[src/source/RenameTypes.sv]
//********************
// Rename front end shared types
// Opcodes, micro-op, renamed-op and commit records plus default sizes
//********************

`default_nettype none

package RenameTypes;

    // Default sizes
    localparam int LOG_REGS = 16;
    localparam int PHYS_REGS_DEFAULT = 32;
    localparam int AL_DEPTH_DEFAULT = 8;

    localparam int PHY_REG_W = $clog2(PHYS_REGS_DEFAULT);
    localparam int AL_PTR_W = $clog2(AL_DEPTH_DEFAULT);

    typedef logic [3:0] LogReg;
    typedef logic [15:0] InstWord;
    typedef logic [PHY_REG_W-1:0] PhyReg;
    typedef logic [AL_PTR_W-1:0] AlPtr;

    // Bits 15..12 of the instruction word
    typedef enum logic [3:0] {
        OP_NOP    = 4'd0,
        OP_ADD    = 4'd1,
        OP_LOAD   = 4'd2,
        OP_STORE  = 4'd3,
        OP_BRANCH = 4'd4,
        OP_FENCE  = 4'd5
    } Opcode;

    typedef struct packed {
        Opcode opcode;
        LogReg dst;
        LogReg srcA;
        LogReg srcB;
        logic  writeReg;
        logic  readA;
        logic  readB;
        logic  serialized;
        logic  undefined;
    } OpInfo;

    // Unused sources read as zero
    typedef struct packed {
        OpInfo info;
        PhyReg phySrcA;
        PhyReg phySrcB;
        PhyReg phyDst;
        PhyReg phyPrevDst;
        AlPtr  alPtr;
    } RenamedOp;

    typedef struct packed {
        LogReg dst;
        PhyReg phyDst;
        PhyReg phyPrevDst;
        logic  writeReg;
    } CommitInfo;

endpackage

`default_nettype wire

[src/source/OpDecoder.sv]
//********************
// Instruction decoder
// Four-phase instruction port, holds one decoded micro-op
//********************

`default_nettype none

module OpDecoder (
    input  logic                clk,
    input  logic                rst,
    input  logic                instReq,
    input  RenameTypes::InstWord instWord,
    output logic                instAck,
    input  logic                take,
    output RenameTypes::OpInfo  decodedOp,
    output logic                decodedValid
);
    import RenameTypes::*;

    OpInfo nextOp;
    logic  regFree;
    logic  accept;

    // Opcode to flags
    always_comb begin
        nextOp = '0;
        nextOp.dst = instWord[11:8];
        nextOp.srcA = instWord[7:4];
        nextOp.srcB = instWord[3:0];
        case (instWord[15:12])
            OP_NOP, OP_ADD, OP_LOAD, OP_STORE, OP_BRANCH, OP_FENCE: begin
                nextOp.opcode = Opcode'(instWord[15:12]);
            end
            default: begin
                // Treated as a NOP downstream
                nextOp.opcode = OP_NOP;
                nextOp.undefined = 1'b1;
            end
        endcase
        nextOp.writeReg = nextOp.opcode inside {OP_ADD, OP_LOAD};
        nextOp.readA = !(nextOp.opcode inside {OP_NOP, OP_FENCE});
        nextOp.readB = nextOp.opcode inside {OP_ADD, OP_STORE, OP_BRANCH};
        nextOp.serialized = nextOp.opcode == OP_FENCE;
    end

    // Register can refill on the same edge the rename stage takes it
    assign regFree = !decodedValid || take;
    assign accept = instReq && !instAck && regFree;

    always_ff @(posedge clk) begin
        if (rst) begin
            instAck <= 1'b0;
            decodedValid <= 1'b0;
        end else if (accept) begin
            instAck <= 1'b1;
            decodedValid <= 1'b1;
        end else begin
            if (take) begin
                decodedValid <= 1'b0;
            end
            if (!instReq) begin
                instAck <= 1'b0;
            end
        end
    end

    always_ff @(posedge clk) begin
        if (accept) begin
            decodedOp <= nextOp;
        end
    end

    // Source must hold its request until acknowledged
    assert property (@(posedge clk) disable iff (rst) instReq && !instAck |=> instReq)
        else $error("instReq dropped before instAck was raised");

endmodule

`default_nettype wire

[src/source/RenameSerializer.sv]
//********************
// Fence serializer
// Holds a fence until older ops commit, then younger ops until it commits
//********************

`default_nettype none

module RenameSerializer (
    input  logic               clk,
    input  logic               rst,
    input  logic               stall,
    input  RenameTypes::OpInfo op,
    input  logic               valid,
    input  logic               activeListEmpty,
    output logic               serialize
);
    import RenameTypes::*;

    typedef enum logic {
        PHASE_NORMAL,
        PHASE_WAIT_OWN
    } Phase;

    Phase phase;
    Phase nextPhase;

    always_comb begin
        serialize = 1'b0;
        nextPhase = PHASE_NORMAL;
        if (phase == PHASE_NORMAL) begin
            if (valid && op.serialized) begin
                if (!activeListEmpty) begin
                    // Older ops still in flight
                    serialize = 1'b1;
                end else begin
                    nextPhase = PHASE_WAIT_OWN;
                end
            end
        end else if (!activeListEmpty) begin
            // Fence itself not yet committed
            serialize = 1'b1;
            nextPhase = PHASE_WAIT_OWN;
        end else if (valid && op.serialized) begin
            // Back-to-back fence waits for its own commit
            nextPhase = PHASE_WAIT_OWN;
        end
    end

    always_ff @(posedge clk) begin
        if (rst) begin
            phase <= PHASE_NORMAL;
        end else if (!stall) begin
            phase <= nextPhase;
        end
    end

endmodule

`default_nettype wire

[src/source/RenameStage.sv]
//********************
// Rename stage
// Pipeline register, stall control and renamed-op assembly
//********************

`default_nettype none

module RenameStage #(
    parameter int PHYS_REGS = RenameTypes::PHYS_REGS_DEFAULT,
    parameter int AL_DEPTH  = RenameTypes::AL_DEPTH_DEFAULT
) (
    input  logic                         clk,
    input  logic                         rst,
    input  RenameTypes::OpInfo           decodedOp,
    input  logic                         decodedValid,
    output logic                         take,
    input  logic [$clog2(PHYS_REGS)-1:0] phySrcA,
    input  logic [$clog2(PHYS_REGS)-1:0] phySrcB,
    input  logic [$clog2(PHYS_REGS)-1:0] phyDst,
    input  logic [$clog2(PHYS_REGS)-1:0] phyPrevDst,
    input  logic                         freeEmpty,
    input  logic [$clog2(AL_DEPTH)-1:0]  alPtr,
    input  logic [$clog2(AL_DEPTH):0]    alCount,
    output logic                         allocate,
    output RenameTypes::RenamedOp        renamed,
    output logic                         renamedValid
);
    import RenameTypes::*;

    OpInfo regOp;
    logic  regValid;
    logic  alFull;
    logic  alEmpty;
    logic  resourceStall;
    logic  serialize;
    logic  stall;

    assign alFull = alCount == ($clog2(AL_DEPTH) + 1)'(AL_DEPTH);
    assign alEmpty = alCount == '0;

    // Resource stall alone advances the serializer phase
    assign resourceStall = regValid && (freeEmpty || alFull);
    assign stall = regValid && (freeEmpty || alFull || serialize);

    assign allocate = regValid && !stall;
    assign renamedValid = allocate;
    assign take = decodedValid && (!regValid || !stall);

    RenameSerializer i_serializer (
        .clk             (clk),
        .rst             (rst),
        .stall           (resourceStall),
        .op              (regOp),
        .valid           (regValid),
        .activeListEmpty (alEmpty),
        .serialize       (serialize)
    );

    always_ff @(posedge clk) begin
        if (rst) begin
            regValid <= 1'b0;
        end else if (take) begin
            regValid <= 1'b1;
        end else if (allocate) begin
            regValid <= 1'b0;
        end
    end

    always_ff @(posedge clk) begin
        if (take) begin
            regOp <= decodedOp;
        end
    end

    // NOP and undefined ops carry writeReg low, so no physical register
    always_comb begin
        renamed.info = regOp;
        renamed.phySrcA = regOp.readA ? phySrcA : '0;
        renamed.phySrcB = regOp.readB ? phySrcB : '0;
        renamed.phyDst = regOp.writeReg ? phyDst : '0;
        renamed.phyPrevDst = phyPrevDst;
        renamed.alPtr = alPtr;
    end

endmodule

`default_nettype wire

[src/source/RenameMapTable.sv]
//********************
// Register map table and free list
// Logical-to-physical map with a circular FIFO of free registers
//********************

`default_nettype none

module RenameMapTable #(
    parameter int PHYS_REGS = RenameTypes::PHYS_REGS_DEFAULT
) (
    input  logic                         clk,
    input  logic                         rst,
    input  RenameTypes::LogReg           srcA,
    input  RenameTypes::LogReg           srcB,
    input  RenameTypes::LogReg           dst,
    input  logic                         writeReg,
    input  logic                         allocate,
    input  logic                         releaseEn,
    input  logic [$clog2(PHYS_REGS)-1:0] releaseReg,
    output logic [$clog2(PHYS_REGS)-1:0] phySrcA,
    output logic [$clog2(PHYS_REGS)-1:0] phySrcB,
    output logic [$clog2(PHYS_REGS)-1:0] phyDst,
    output logic [$clog2(PHYS_REGS)-1:0] phyPrevDst,
    output logic                         freeEmpty
);
    import RenameTypes::*;

    localparam int PHY_W = $clog2(PHYS_REGS);
    localparam int FREE_REGS = PHYS_REGS - LOG_REGS;
    localparam int FREE_PTR_W = (FREE_REGS > 1) ? $clog2(FREE_REGS) : 1;
    localparam int FREE_CNT_W = $clog2(FREE_REGS + 1);

    logic [PHY_W-1:0]      mapTable [LOG_REGS];
    logic [PHY_W-1:0]      freeList [FREE_REGS];
    logic [FREE_PTR_W-1:0] freeHead;
    logic [FREE_PTR_W-1:0] freeTail;
    logic [FREE_CNT_W-1:0] freeCount;
    logic                  pop;

    assign pop = allocate && writeReg;

    // Lookups for the op sitting in the rename register
    assign phySrcA = mapTable[srcA];
    assign phySrcB = mapTable[srcB];
    assign phyPrevDst = mapTable[dst];
    assign phyDst = freeList[freeHead];
    assign freeEmpty = freeCount == '0;

    always_ff @(posedge clk) begin
        if (rst) begin
            // Identity map, spare registers queued in ascending order
            for (int i = 0; i < LOG_REGS; i++) begin
                mapTable[i] <= PHY_W'(i);
            end
            for (int i = 0; i < FREE_REGS; i++) begin
                freeList[i] <= PHY_W'(LOG_REGS + i);
            end
            freeHead <= '0;
            freeTail <= '0;
            freeCount <= FREE_CNT_W'(FREE_REGS);
        end else begin
            if (pop) begin
                mapTable[dst] <= freeList[freeHead];
                freeHead <= (freeHead == FREE_PTR_W'(FREE_REGS - 1)) ? '0 : freeHead + 1'b1;
            end
            if (releaseEn) begin
                freeList[freeTail] <= releaseReg;
                freeTail <= (freeTail == FREE_PTR_W'(FREE_REGS - 1)) ? '0 : freeTail + 1'b1;
            end
            freeCount <= freeCount + FREE_CNT_W'(releaseEn) - FREE_CNT_W'(pop);
        end
    end

    // A commit may only free a register that rename took from here
    assert property (@(posedge clk) disable iff (rst)
        releaseEn && !pop |-> freeCount != FREE_CNT_W'(FREE_REGS))
        else $error("Free list overflow on release of %0d", releaseReg);

endmodule

`default_nettype wire

[src/source/ActiveList.sv]
//********************
// Active list
// In-order record of renamed ops, retired by the commit handshake
//********************

`default_nettype none

module ActiveList #(
    parameter int PHYS_REGS = RenameTypes::PHYS_REGS_DEFAULT,
    parameter int AL_DEPTH  = RenameTypes::AL_DEPTH_DEFAULT
) (
    input  logic                         clk,
    input  logic                         rst,
    input  logic                         allocate,
    input  RenameTypes::CommitInfo       entry,
    output logic [$clog2(AL_DEPTH)-1:0]  alPtr,
    output logic [$clog2(AL_DEPTH):0]    alCount,
    input  logic                         commitReq,
    output logic                         commitAck,
    output RenameTypes::CommitInfo       committed,
    output logic                         releaseEn,
    output logic [$clog2(PHYS_REGS)-1:0] releaseReg
);
    import RenameTypes::*;

    localparam int AL_W = $clog2(AL_DEPTH);

    CommitInfo       entries [AL_DEPTH];
    logic [AL_W-1:0] head;
    logic [AL_W-1:0] tail;
    logic [AL_W:0]   count;
    logic            retire;

    assign alPtr = tail;
    assign alCount = count;

    // Retire on the edge that raises commitAck
    assign retire = commitReq && !commitAck && (count != '0);
    assign releaseEn = retire && entries[head].writeReg;
    assign releaseReg = entries[head].phyPrevDst;

    always_ff @(posedge clk) begin
        if (rst) begin
            head <= '0;
            tail <= '0;
            count <= '0;
            commitAck <= 1'b0;
        end else begin
            if (allocate) begin
                tail <= tail + 1'b1;
            end
            if (retire) begin
                head <= head + 1'b1;
                commitAck <= 1'b1;
            end else if (!commitReq) begin
                commitAck <= 1'b0;
            end
            count <= count + (AL_W + 1)'(allocate) - (AL_W + 1)'(retire);
        end
    end

    // Entry storage and the presented commit record
    always_ff @(posedge clk) begin
        if (allocate) begin
            entries[tail] <= entry;
        end
        if (retire) begin
            committed <= entries[head];
        end
    end

    // Rename must stall before the list fills
    assert property (@(posedge clk) disable iff (rst) allocate |-> count != (AL_W + 1)'(AL_DEPTH))
        else $error("Allocate while the active list is full");

endmodule

`default_nettype wire

[src/source/RenameCore.sv]
//********************
// Rename front end top level
//********************

`default_nettype none

module RenameCore #(
    parameter int PHYS_REGS = RenameTypes::PHYS_REGS_DEFAULT,
    parameter int AL_DEPTH  = RenameTypes::AL_DEPTH_DEFAULT
) (
    input  logic                   clk,
    input  logic                   rst,
    input  logic                   instReq,
    input  RenameTypes::InstWord   instWord,
    output logic                   instAck,
    output RenameTypes::RenamedOp  renamed,
    output logic                   renamedValid,
    input  logic                   commitReq,
    output logic                   commitAck,
    output RenameTypes::CommitInfo committed
);
    import RenameTypes::*;

    localparam int PHY_W = $clog2(PHYS_REGS);
    localparam int AL_W = $clog2(AL_DEPTH);

    // Struct layout is fixed by the package defaults
    if (PHYS_REGS <= LOG_REGS || PHY_W != $bits(PhyReg)) begin : gPhysCheck
        $error("PHYS_REGS does not match the renamed-op layout");
    end
    if ((AL_DEPTH & (AL_DEPTH - 1)) != 0 || AL_W != $bits(AlPtr)) begin : gAlCheck
        $error("AL_DEPTH must be a power of two matching the renamed-op layout");
    end

    OpInfo            decodedOp;
    logic             decodedValid;
    logic             take;
    logic             allocate;
    logic [PHY_W-1:0] phySrcA;
    logic [PHY_W-1:0] phySrcB;
    logic [PHY_W-1:0] phyDst;
    logic [PHY_W-1:0] phyPrevDst;
    logic             freeEmpty;
    logic [AL_W-1:0]  alPtr;
    logic [AL_W:0]    alCount;
    logic             releaseEn;
    logic [PHY_W-1:0] releaseReg;
    CommitInfo        alEntry;

    assign alEntry = '{
        dst:        renamed.info.dst,
        phyDst:     renamed.phyDst,
        phyPrevDst: renamed.phyPrevDst,
        writeReg:   renamed.info.writeReg
    };

    OpDecoder i_decoder (
        .clk          (clk),
        .rst          (rst),
        .instReq      (instReq),
        .instWord     (instWord),
        .instAck      (instAck),
        .take         (take),
        .decodedOp    (decodedOp),
        .decodedValid (decodedValid)
    );

    RenameStage #(
        .PHYS_REGS (PHYS_REGS),
        .AL_DEPTH  (AL_DEPTH)
    ) i_renameStage (
        .clk          (clk),
        .rst          (rst),
        .decodedOp    (decodedOp),
        .decodedValid (decodedValid),
        .take         (take),
        .phySrcA      (phySrcA),
        .phySrcB      (phySrcB),
        .phyDst       (phyDst),
        .phyPrevDst   (phyPrevDst),
        .freeEmpty    (freeEmpty),
        .alPtr        (alPtr),
        .alCount      (alCount),
        .allocate     (allocate),
        .renamed      (renamed),
        .renamedValid (renamedValid)
    );

    RenameMapTable #(
        .PHYS_REGS (PHYS_REGS)
    ) i_mapTable (
        .clk        (clk),
        .rst        (rst),
        .srcA       (renamed.info.srcA),
        .srcB       (renamed.info.srcB),
        .dst        (renamed.info.dst),
        .writeReg   (renamed.info.writeReg),
        .allocate   (allocate),
        .releaseEn  (releaseEn),
        .releaseReg (releaseReg),
        .phySrcA    (phySrcA),
        .phySrcB    (phySrcB),
        .phyDst     (phyDst),
        .phyPrevDst (phyPrevDst),
        .freeEmpty  (freeEmpty)
    );

    ActiveList #(
        .PHYS_REGS (PHYS_REGS),
        .AL_DEPTH  (AL_DEPTH)
    ) i_activeList (
        .clk        (clk),
        .rst        (rst),
        .allocate   (allocate),
        .entry      (alEntry),
        .alPtr      (alPtr),
        .alCount    (alCount),
        .commitReq  (commitReq),
        .commitAck  (commitAck),
        .committed  (committed),
        .releaseEn  (releaseEn),
        .releaseReg (releaseReg)
    );

endmodule

`default_nettype wire

[config.mk]
export PLATFORM = sky130hd
export DESIGN_NAME = RenameCore
export DESIGN_NICKNAME = d
export VERILOG_FILES = /design/src/source/RenameTypes.sv /design/src/source/OpDecoder.sv /design/src/source/RenameSerializer.sv /design/src/source/RenameStage.sv /design/src/source/RenameMapTable.sv /design/src/source/ActiveList.sv /design/src/source/RenameCore.sv
export SDC_FILE = /design/constraint.sdc
export NUM_CORES = 1
export LEC_CHECK = 0
export BUFFER_PORTS_ARGS = -buffer_cell sky130_fd_sc_hd__buf_2
export CORE_UTILIZATION = 60
export DETAILED_ROUTE_END_ITERATION = 7
export PLACE_DENSITY = 0.77
export SLEW_MARGIN = 20
export SYNTH_ARGS = -nofsm -noshare
export SYNTH_HDL_FRONTEND = slang
export SYNTH_SLANG_ARGS = --single-unit
[constraint.sdc]
create_clock -name clk -period 5.27 [get_ports clk]
set_input_delay 0.7905 -clock clk [delete_from_list [all_inputs] [get_ports clk]]
set_output_delay 0.7905 -clock clk [all_outputs]
set_load 0.05 [all_outputs]
### Word-level counts from Yosys, hierarchy flattened

Memory sizes are Yosys's and may differ from the RTL's. A register that Yosys moved wholly into a read port is not among the register bits.
Cells that the tools add are included.
W data, S select, Z words.

| storage, ports and cells | value |
|---|---|
| word-level logic and storage cells | 139 |
| output and inout port bits | 62 |
| memories kept | 3 |
| RAM bits | 280 |
| input bits | 20 |
| flip-flop bits (word level) | 85 |

| operators by class | value |
|---|---|
| muxes and demuxes | 46 |
| reduce and logical (&&, ||, !) cells | 34 |
| equal/unequal tests | 15 |
| add/subtract/negate cells | 8 |

Memory list:

| memory | words | bits a word | rd ports | clocked after memory_dff | wr ports | line | text |
|---|---|---|---|---|---|---|---|
| i_activeList.entries | 8 | 15 | 1 | 1 | 1 | ActiveList.sv:28 | `CommitInfo entries [AL_DEPTH];` |
| i_mapTable.freeList | 16 | 5 | 1 | 1 | 16 | RenameMapTable.sv:34 | `logic [PHY_W-1:0] freeList [FREE_REGS];` |
| i_mapTable.mapTable | 16 | 5 | 3 | 3 | 16 | RenameMapTable.sv:33 | `logic [PHY_W-1:0] mapTable [LOG_REGS];` |

Operators by type and width:

| operator | number |
|---|---|
| $mux W4 | 10 |
| $mux W1 | 29 |
| $mux W5 | 5 |
| $eq A4 B2 Y1 const B | 4 |
| $eq A4 B3 Y1 const B | 4 |
| $eq A4 B4 Y1 const B | 3 |
| $logic_not A4 Y1 | 3 |
| $logic_and A1 B1 Y1 | 11 |
| $reduce_or A5 Y1 | 2 |
| $add A4 B1 Y4 const B | 2 |
| $eq A4 B1 Y1 const B | 2 |
| $reduce_bool A2 Y1 | 4 |
| $add A3 B1 Y3 const B | 2 |
| $logic_not A1 Y1 | 6 |
| $mux W3 | 2 |
| $reduce_or A6 Y1 | 1 |
| $add A5 B1 Y5 | 1 |
| $logic_not A5 Y1 | 1 |
| $sub A5 B1 Y5 | 1 |
| $add A4 B1 Y4 | 1 |
| $logic_or A1 B1 Y1 | 4 |
| $ne A2 B1 Y1 const B | 2 |
| $reduce_bool A4 Y1 | 1 |
| $sub A4 B1 Y4 | 1 |
| $reduce_bool A3 Y1 | 1 |

### Longest topological paths before layout

| logic depth | value |
|---|---|
| depth after elaboration | 14 |
| gate-level depth with buffers | 17 |
| gate-level depth less buffers | 14 |

### Modules after synthesis

A second synthesis with hierarchy kept.

| second synthesis, totals | value |
|---|---|
| cells, all modules | 1079 |
| area, all modules | 17067.6 um^2 |

By module, submodules not included:

| module | area an instance (um^2) | cells an instance | sequential area each (um^2) | times used |
|---|---|---|---|---|
| RenameMapTable | 9565.4 | 698 | 5144.9 | 1 |
| ActiveList | 5759.3 | 273 | 4334.2 | 1 |
| RenameStage | 898.4 | 56 | 650.6 | 1 |
| OpDecoder | 793.3 | 45 | 670.6 | 1 |
| RenameSerializer | 51.3 | 7 | 20.0 | 1 |

### Worst setup path after synthesis

No wires, ideal clock.

| timing | value |
|---|---|
| path type | input to register |
| start point | input commitReq |
| end point | register i_mapTable.freeCount[4] |
| data required time | 5133 ps |
| library setup time | 137 ps |
| arrival | 3679 ps |
| slack | 1453 ps |
| cell stages on the path | 14 |
| buffers on the path | 2 |
| cell sequence | nor2b_1 and2_1 clkbuf_1 nand3_2 buf_2 ha_1 inv_1 ha_1 inv_1 fa_1 nor2b_1 o21bai_1 a21oi_1 o21ai_0 |

| between the ends | value |
|---|---|
| longest elaborated chain between the ends | 5 |

Ends and longest elaborated chain:

| element | line | text |
|---|---|---|
| start, declared | RenameCore.sv:18 | `input logic commitReq,` |
| $logic_and A1 B1 Y1 (2 in a row) | ActiveList.sv:38 | `assign retire = commitReq && !commitAck && (count != '0);` |
| net i_activeList.retire | ActiveList.sv:32 | `logic retire;` |
| $logic_and A1 B1 Y1 | ActiveList.sv:39 | `assign releaseEn = retire && entries[head].writeReg;` |
| $add A5 B1 Y5 | RenameMapTable.sv:70 | `freeCount <= freeCount + FREE_CNT_W'(releaseEn) - FREE_CNT_W'(pop);` |
| $sub A5 B1 Y5 | RenameMapTable.sv:70 |  |
| end signal, assigned | RenameMapTable.sv:60 | `freeCount <= FREE_CNT_W'(FREE_REGS);` |
| end signal, assigned | RenameMapTable.sv:70 |  |
| end, declared | RenameMapTable.sv:37 | `logic [FREE_CNT_W-1:0] freeCount;` |

The timed path passes the listed nets, and every way through them passes these cells.
A chain may end at the register's enable or synchronous reset.

==> results.toml <==
[synth]
synthTopCellsByCount = "337 x edfxtp_1, 110 x nor2_1, 109 x mux4_2, 62 x nand2_1, 47 x dfxtp_1"
synth_area_leaders = "edfxtp_1 59%, mux4_2 14%, dfxtp_1 5.4%"
synth_top_cell_by_area = "edfxtp_1"
syn_area_um2 = 17280
avgSynthCellArea_um2 = 16.01
yosys_register_bits = 384
synthFlopType = "edfxtp_1"
synth_top_cell_area_share_pct = 58.58
syn_inst = 1079
async_flop_share_pct = 0
synthesis.yosys.warnings = 0
syn_nets = 1120
synth-edff-count = 337
synth.most_common_cell = "edfxtp_1"
ys_seq_area_share_pct = 64.03
synth.distinct_cells = 62

[place]
hpwl_mm = 26.00
dp_cells = 1502
dp_slack_ps = 1596
port_buffers = 81
place_congestion = 0.8798

[route]
first_pass_iters = 5
drc = 0
drt_iter0_drc = 1386
antenna_left = 0
post_drt_wl_per_cell_um = 24.99
viasPerCell = 6.603
drt_wl_total_mm = 39.31
num_vias = 10390

[floorplan]
die_w_um = 171.7
ios = 82
die-area_um2 = 29470
core_um2 = 28090
rows = 61
start_util_pct = 61.51
die-height_um = 171.7

[power]
p_comb_share_pct = 19.6
swShare_pct = 28.44
clockPowerShare_pct = 34.4
p_leak_nw = 6.267
peakVddDrop_v = 0.0003649
p_int_mw = 5.686
netSwitchingPower_mw = 2.260
powerDensity_nw_per_um2 = 410.0
seqPwrFrac_pct = 46.0

[sta]
finalClockSkew_ps = 27.20
fmax_mhz = 236.7
slew_headroom_pct = 26.27
finalSetupViolCount = 0
timing.setup.tns_ps = 0
period_minus_slack_ps = 4224
slew_violations = 0
fin_hold_ws_ps = 415.8
setup_slack_ps = 1046
rsz0062_at_grt = "no"
finalCritPeriodShare_pct = 80.15
worst_pin_slew_ps = 1102
hold_viol = 0

[cts]
clock-sinks = 384
cts-htree-levels = 2
cts_resized = 0
root_buffer = "clkbuf_16"
cts_hold_repair.buffers = 0
post_cts_buffers = 0
clk_path_buf_depth = 3
cts_tree = "yes"
clk_latency_ps = 550
numCtsBuffers = 39
path_clk_slew_ps = 60

[finish]
nets = 1206
drive_gt1_share_pct = 28.28
synthToLayoutAreaGrowth_pct = 12.17
num_antenna_cells = 0
final_cells = 1573

[global_route]
grt_overflow = 0
grt_antenna_before_repair = 0
grt_pass1_wl_mm = 60.17
grt_max_degree = 34
busiest_layer = "met2"
grt_use_met2_pct = 45.50
grt_pass1_vias = 10180
grt_use_total_pct = 27.95
met3_usage_pct = 4.280
use_met1_pct = 38.91

[setup_path]
rr_startpoint = "i_activeList.alCount[2]"
worstSetupPathType = "reg2out"
reg2reg_setup_slack_ps = 1590
crit_path_max_fanout = 17
cp-start-kind = "flop"
cp.required_ps = 4480
worst-endpoint-arrival_ps = 3430
end_kind = "primary output"

[status]
status = "complete, no violations"

[flow_run]
drv_cap = 0

[hold_path]
hp-start = "instWord[8]"
hp-class = "in2reg"
[cell families (layout without fill, tap and decap cells)]
group	count (synthesis)	count (layout)	synth area share [%]
DFF	384	384	64.03
and+or+nand+nor	313	313	9.053
adders and majority gates	21	21	1.608
buffers and inverters	92	208	2.455
AOI/OAI and AO/OA	91	91	4.056
other	1	1	0.02171
xor gates and xnor gates	9	9	0.4563
muxes	168	168	18.32
[metrics by stage]
stage               total power [mW]  cell area, µm²  util (%)
floorplan                      4.878           17280         -
global placement               5.217           18080     64.38
detailed placement             5.253           18080     64.38
CTS                            7.980           19360     68.93
global route                   8.214           19380     68.99
finish                         7.945           19380     68.99
[cells in the final DEF (no fill, tap or decap), types with 11 or more instances in the layout]
master / n
inv_1: 27
nor3_1: 11
dfxtp_1: 45
o21ai_0: 31
nand4_1: 17
a21oi_1: 13
nand2_1: 62
nand2b_1: 20
mux2i_1: 23
mux4_2: 109
clkbuf_1: 11
mux2_2: 27
buf_2: 81
ha_1: 19
edfxtp_1: 337
clkbuf_16: 39
nor2_1: 110
nand3_1: 44
buf_4: 29
[critical path, stage by stage (launching register included)]
cell      delay, ps
dfxtp_1         830
buf_4           340
mux4_2          510
a22o_1          270
a221oi_4        200
buf_4           300
nor2_1          170
buf_2           250
[metal layers]
metal	up-vias	wire, µm
met4	0	960
met2	681	19170
met3	74	3919
li1	4409	-
met1	5223	15250
met5	-	0
[power by group through the flow]
stage          logic (mW)  clock network [mW]  registers (mW)
6_report             1.56                2.73            3.66
3_5_place_dp         1.54                   0            3.72
4_1_cts              1.56                2.77            3.66
2_1_floorplan        1.07                   0            3.81
3_3_place_gp         1.51                   0            3.71
5_1_grt              1.66                2.88            3.67
[sequential cells by signal, indices dropped and copies added, names as in the netlist, named ones only]
| name | count |
|---|---|
| i_mapTable.freeCount | 5 |
| i_decoder.decodedValid | 1 |
| i_activeList.commitAck | 1 |
| i_activeList.entries | 120 |
| i_activeList.alCount | 4 |
| i_renameStage.renamed | 21 |
| i_mapTable.freeList | 80 |
| i_renameStage.regValid | 1 |
| i_activeList.committed | 15 |
| i_decoder.decodedOp | 21 |
| i_mapTable.mapTable | 80 |
| i_mapTable.freeTail | 4 |
| i_activeList.head | 3 |
| i_activeList.alPtr | 3 |
| i_decoder.instAck | 1 |
| i_mapTable.freeHead | 4 |
[worst paths after layout]
check / end / cells after the start
setup reg to reg: i_mapTable.freeCount[4] / 15
hold reg to reg: i_renameStage.renamed[42] / 0
setup / recovery: renamed[11] / 7
hold / removal: i_decoder.decodedOp[13] / 1
[layout make-up]
type | instances | area, µm²
clock inverter | 20 | 246.5
clock buffer | 51 | 1031
tap | 378 | 473.0
sequential | 384 | 11060
fill | 1860 | 8710
inverter | 27 | 101.3
multi-input combinational | 603 | 5839
timing repair buffer | 110 | 623.1
No activity file was read; power rests on OpenSTA's default activity.
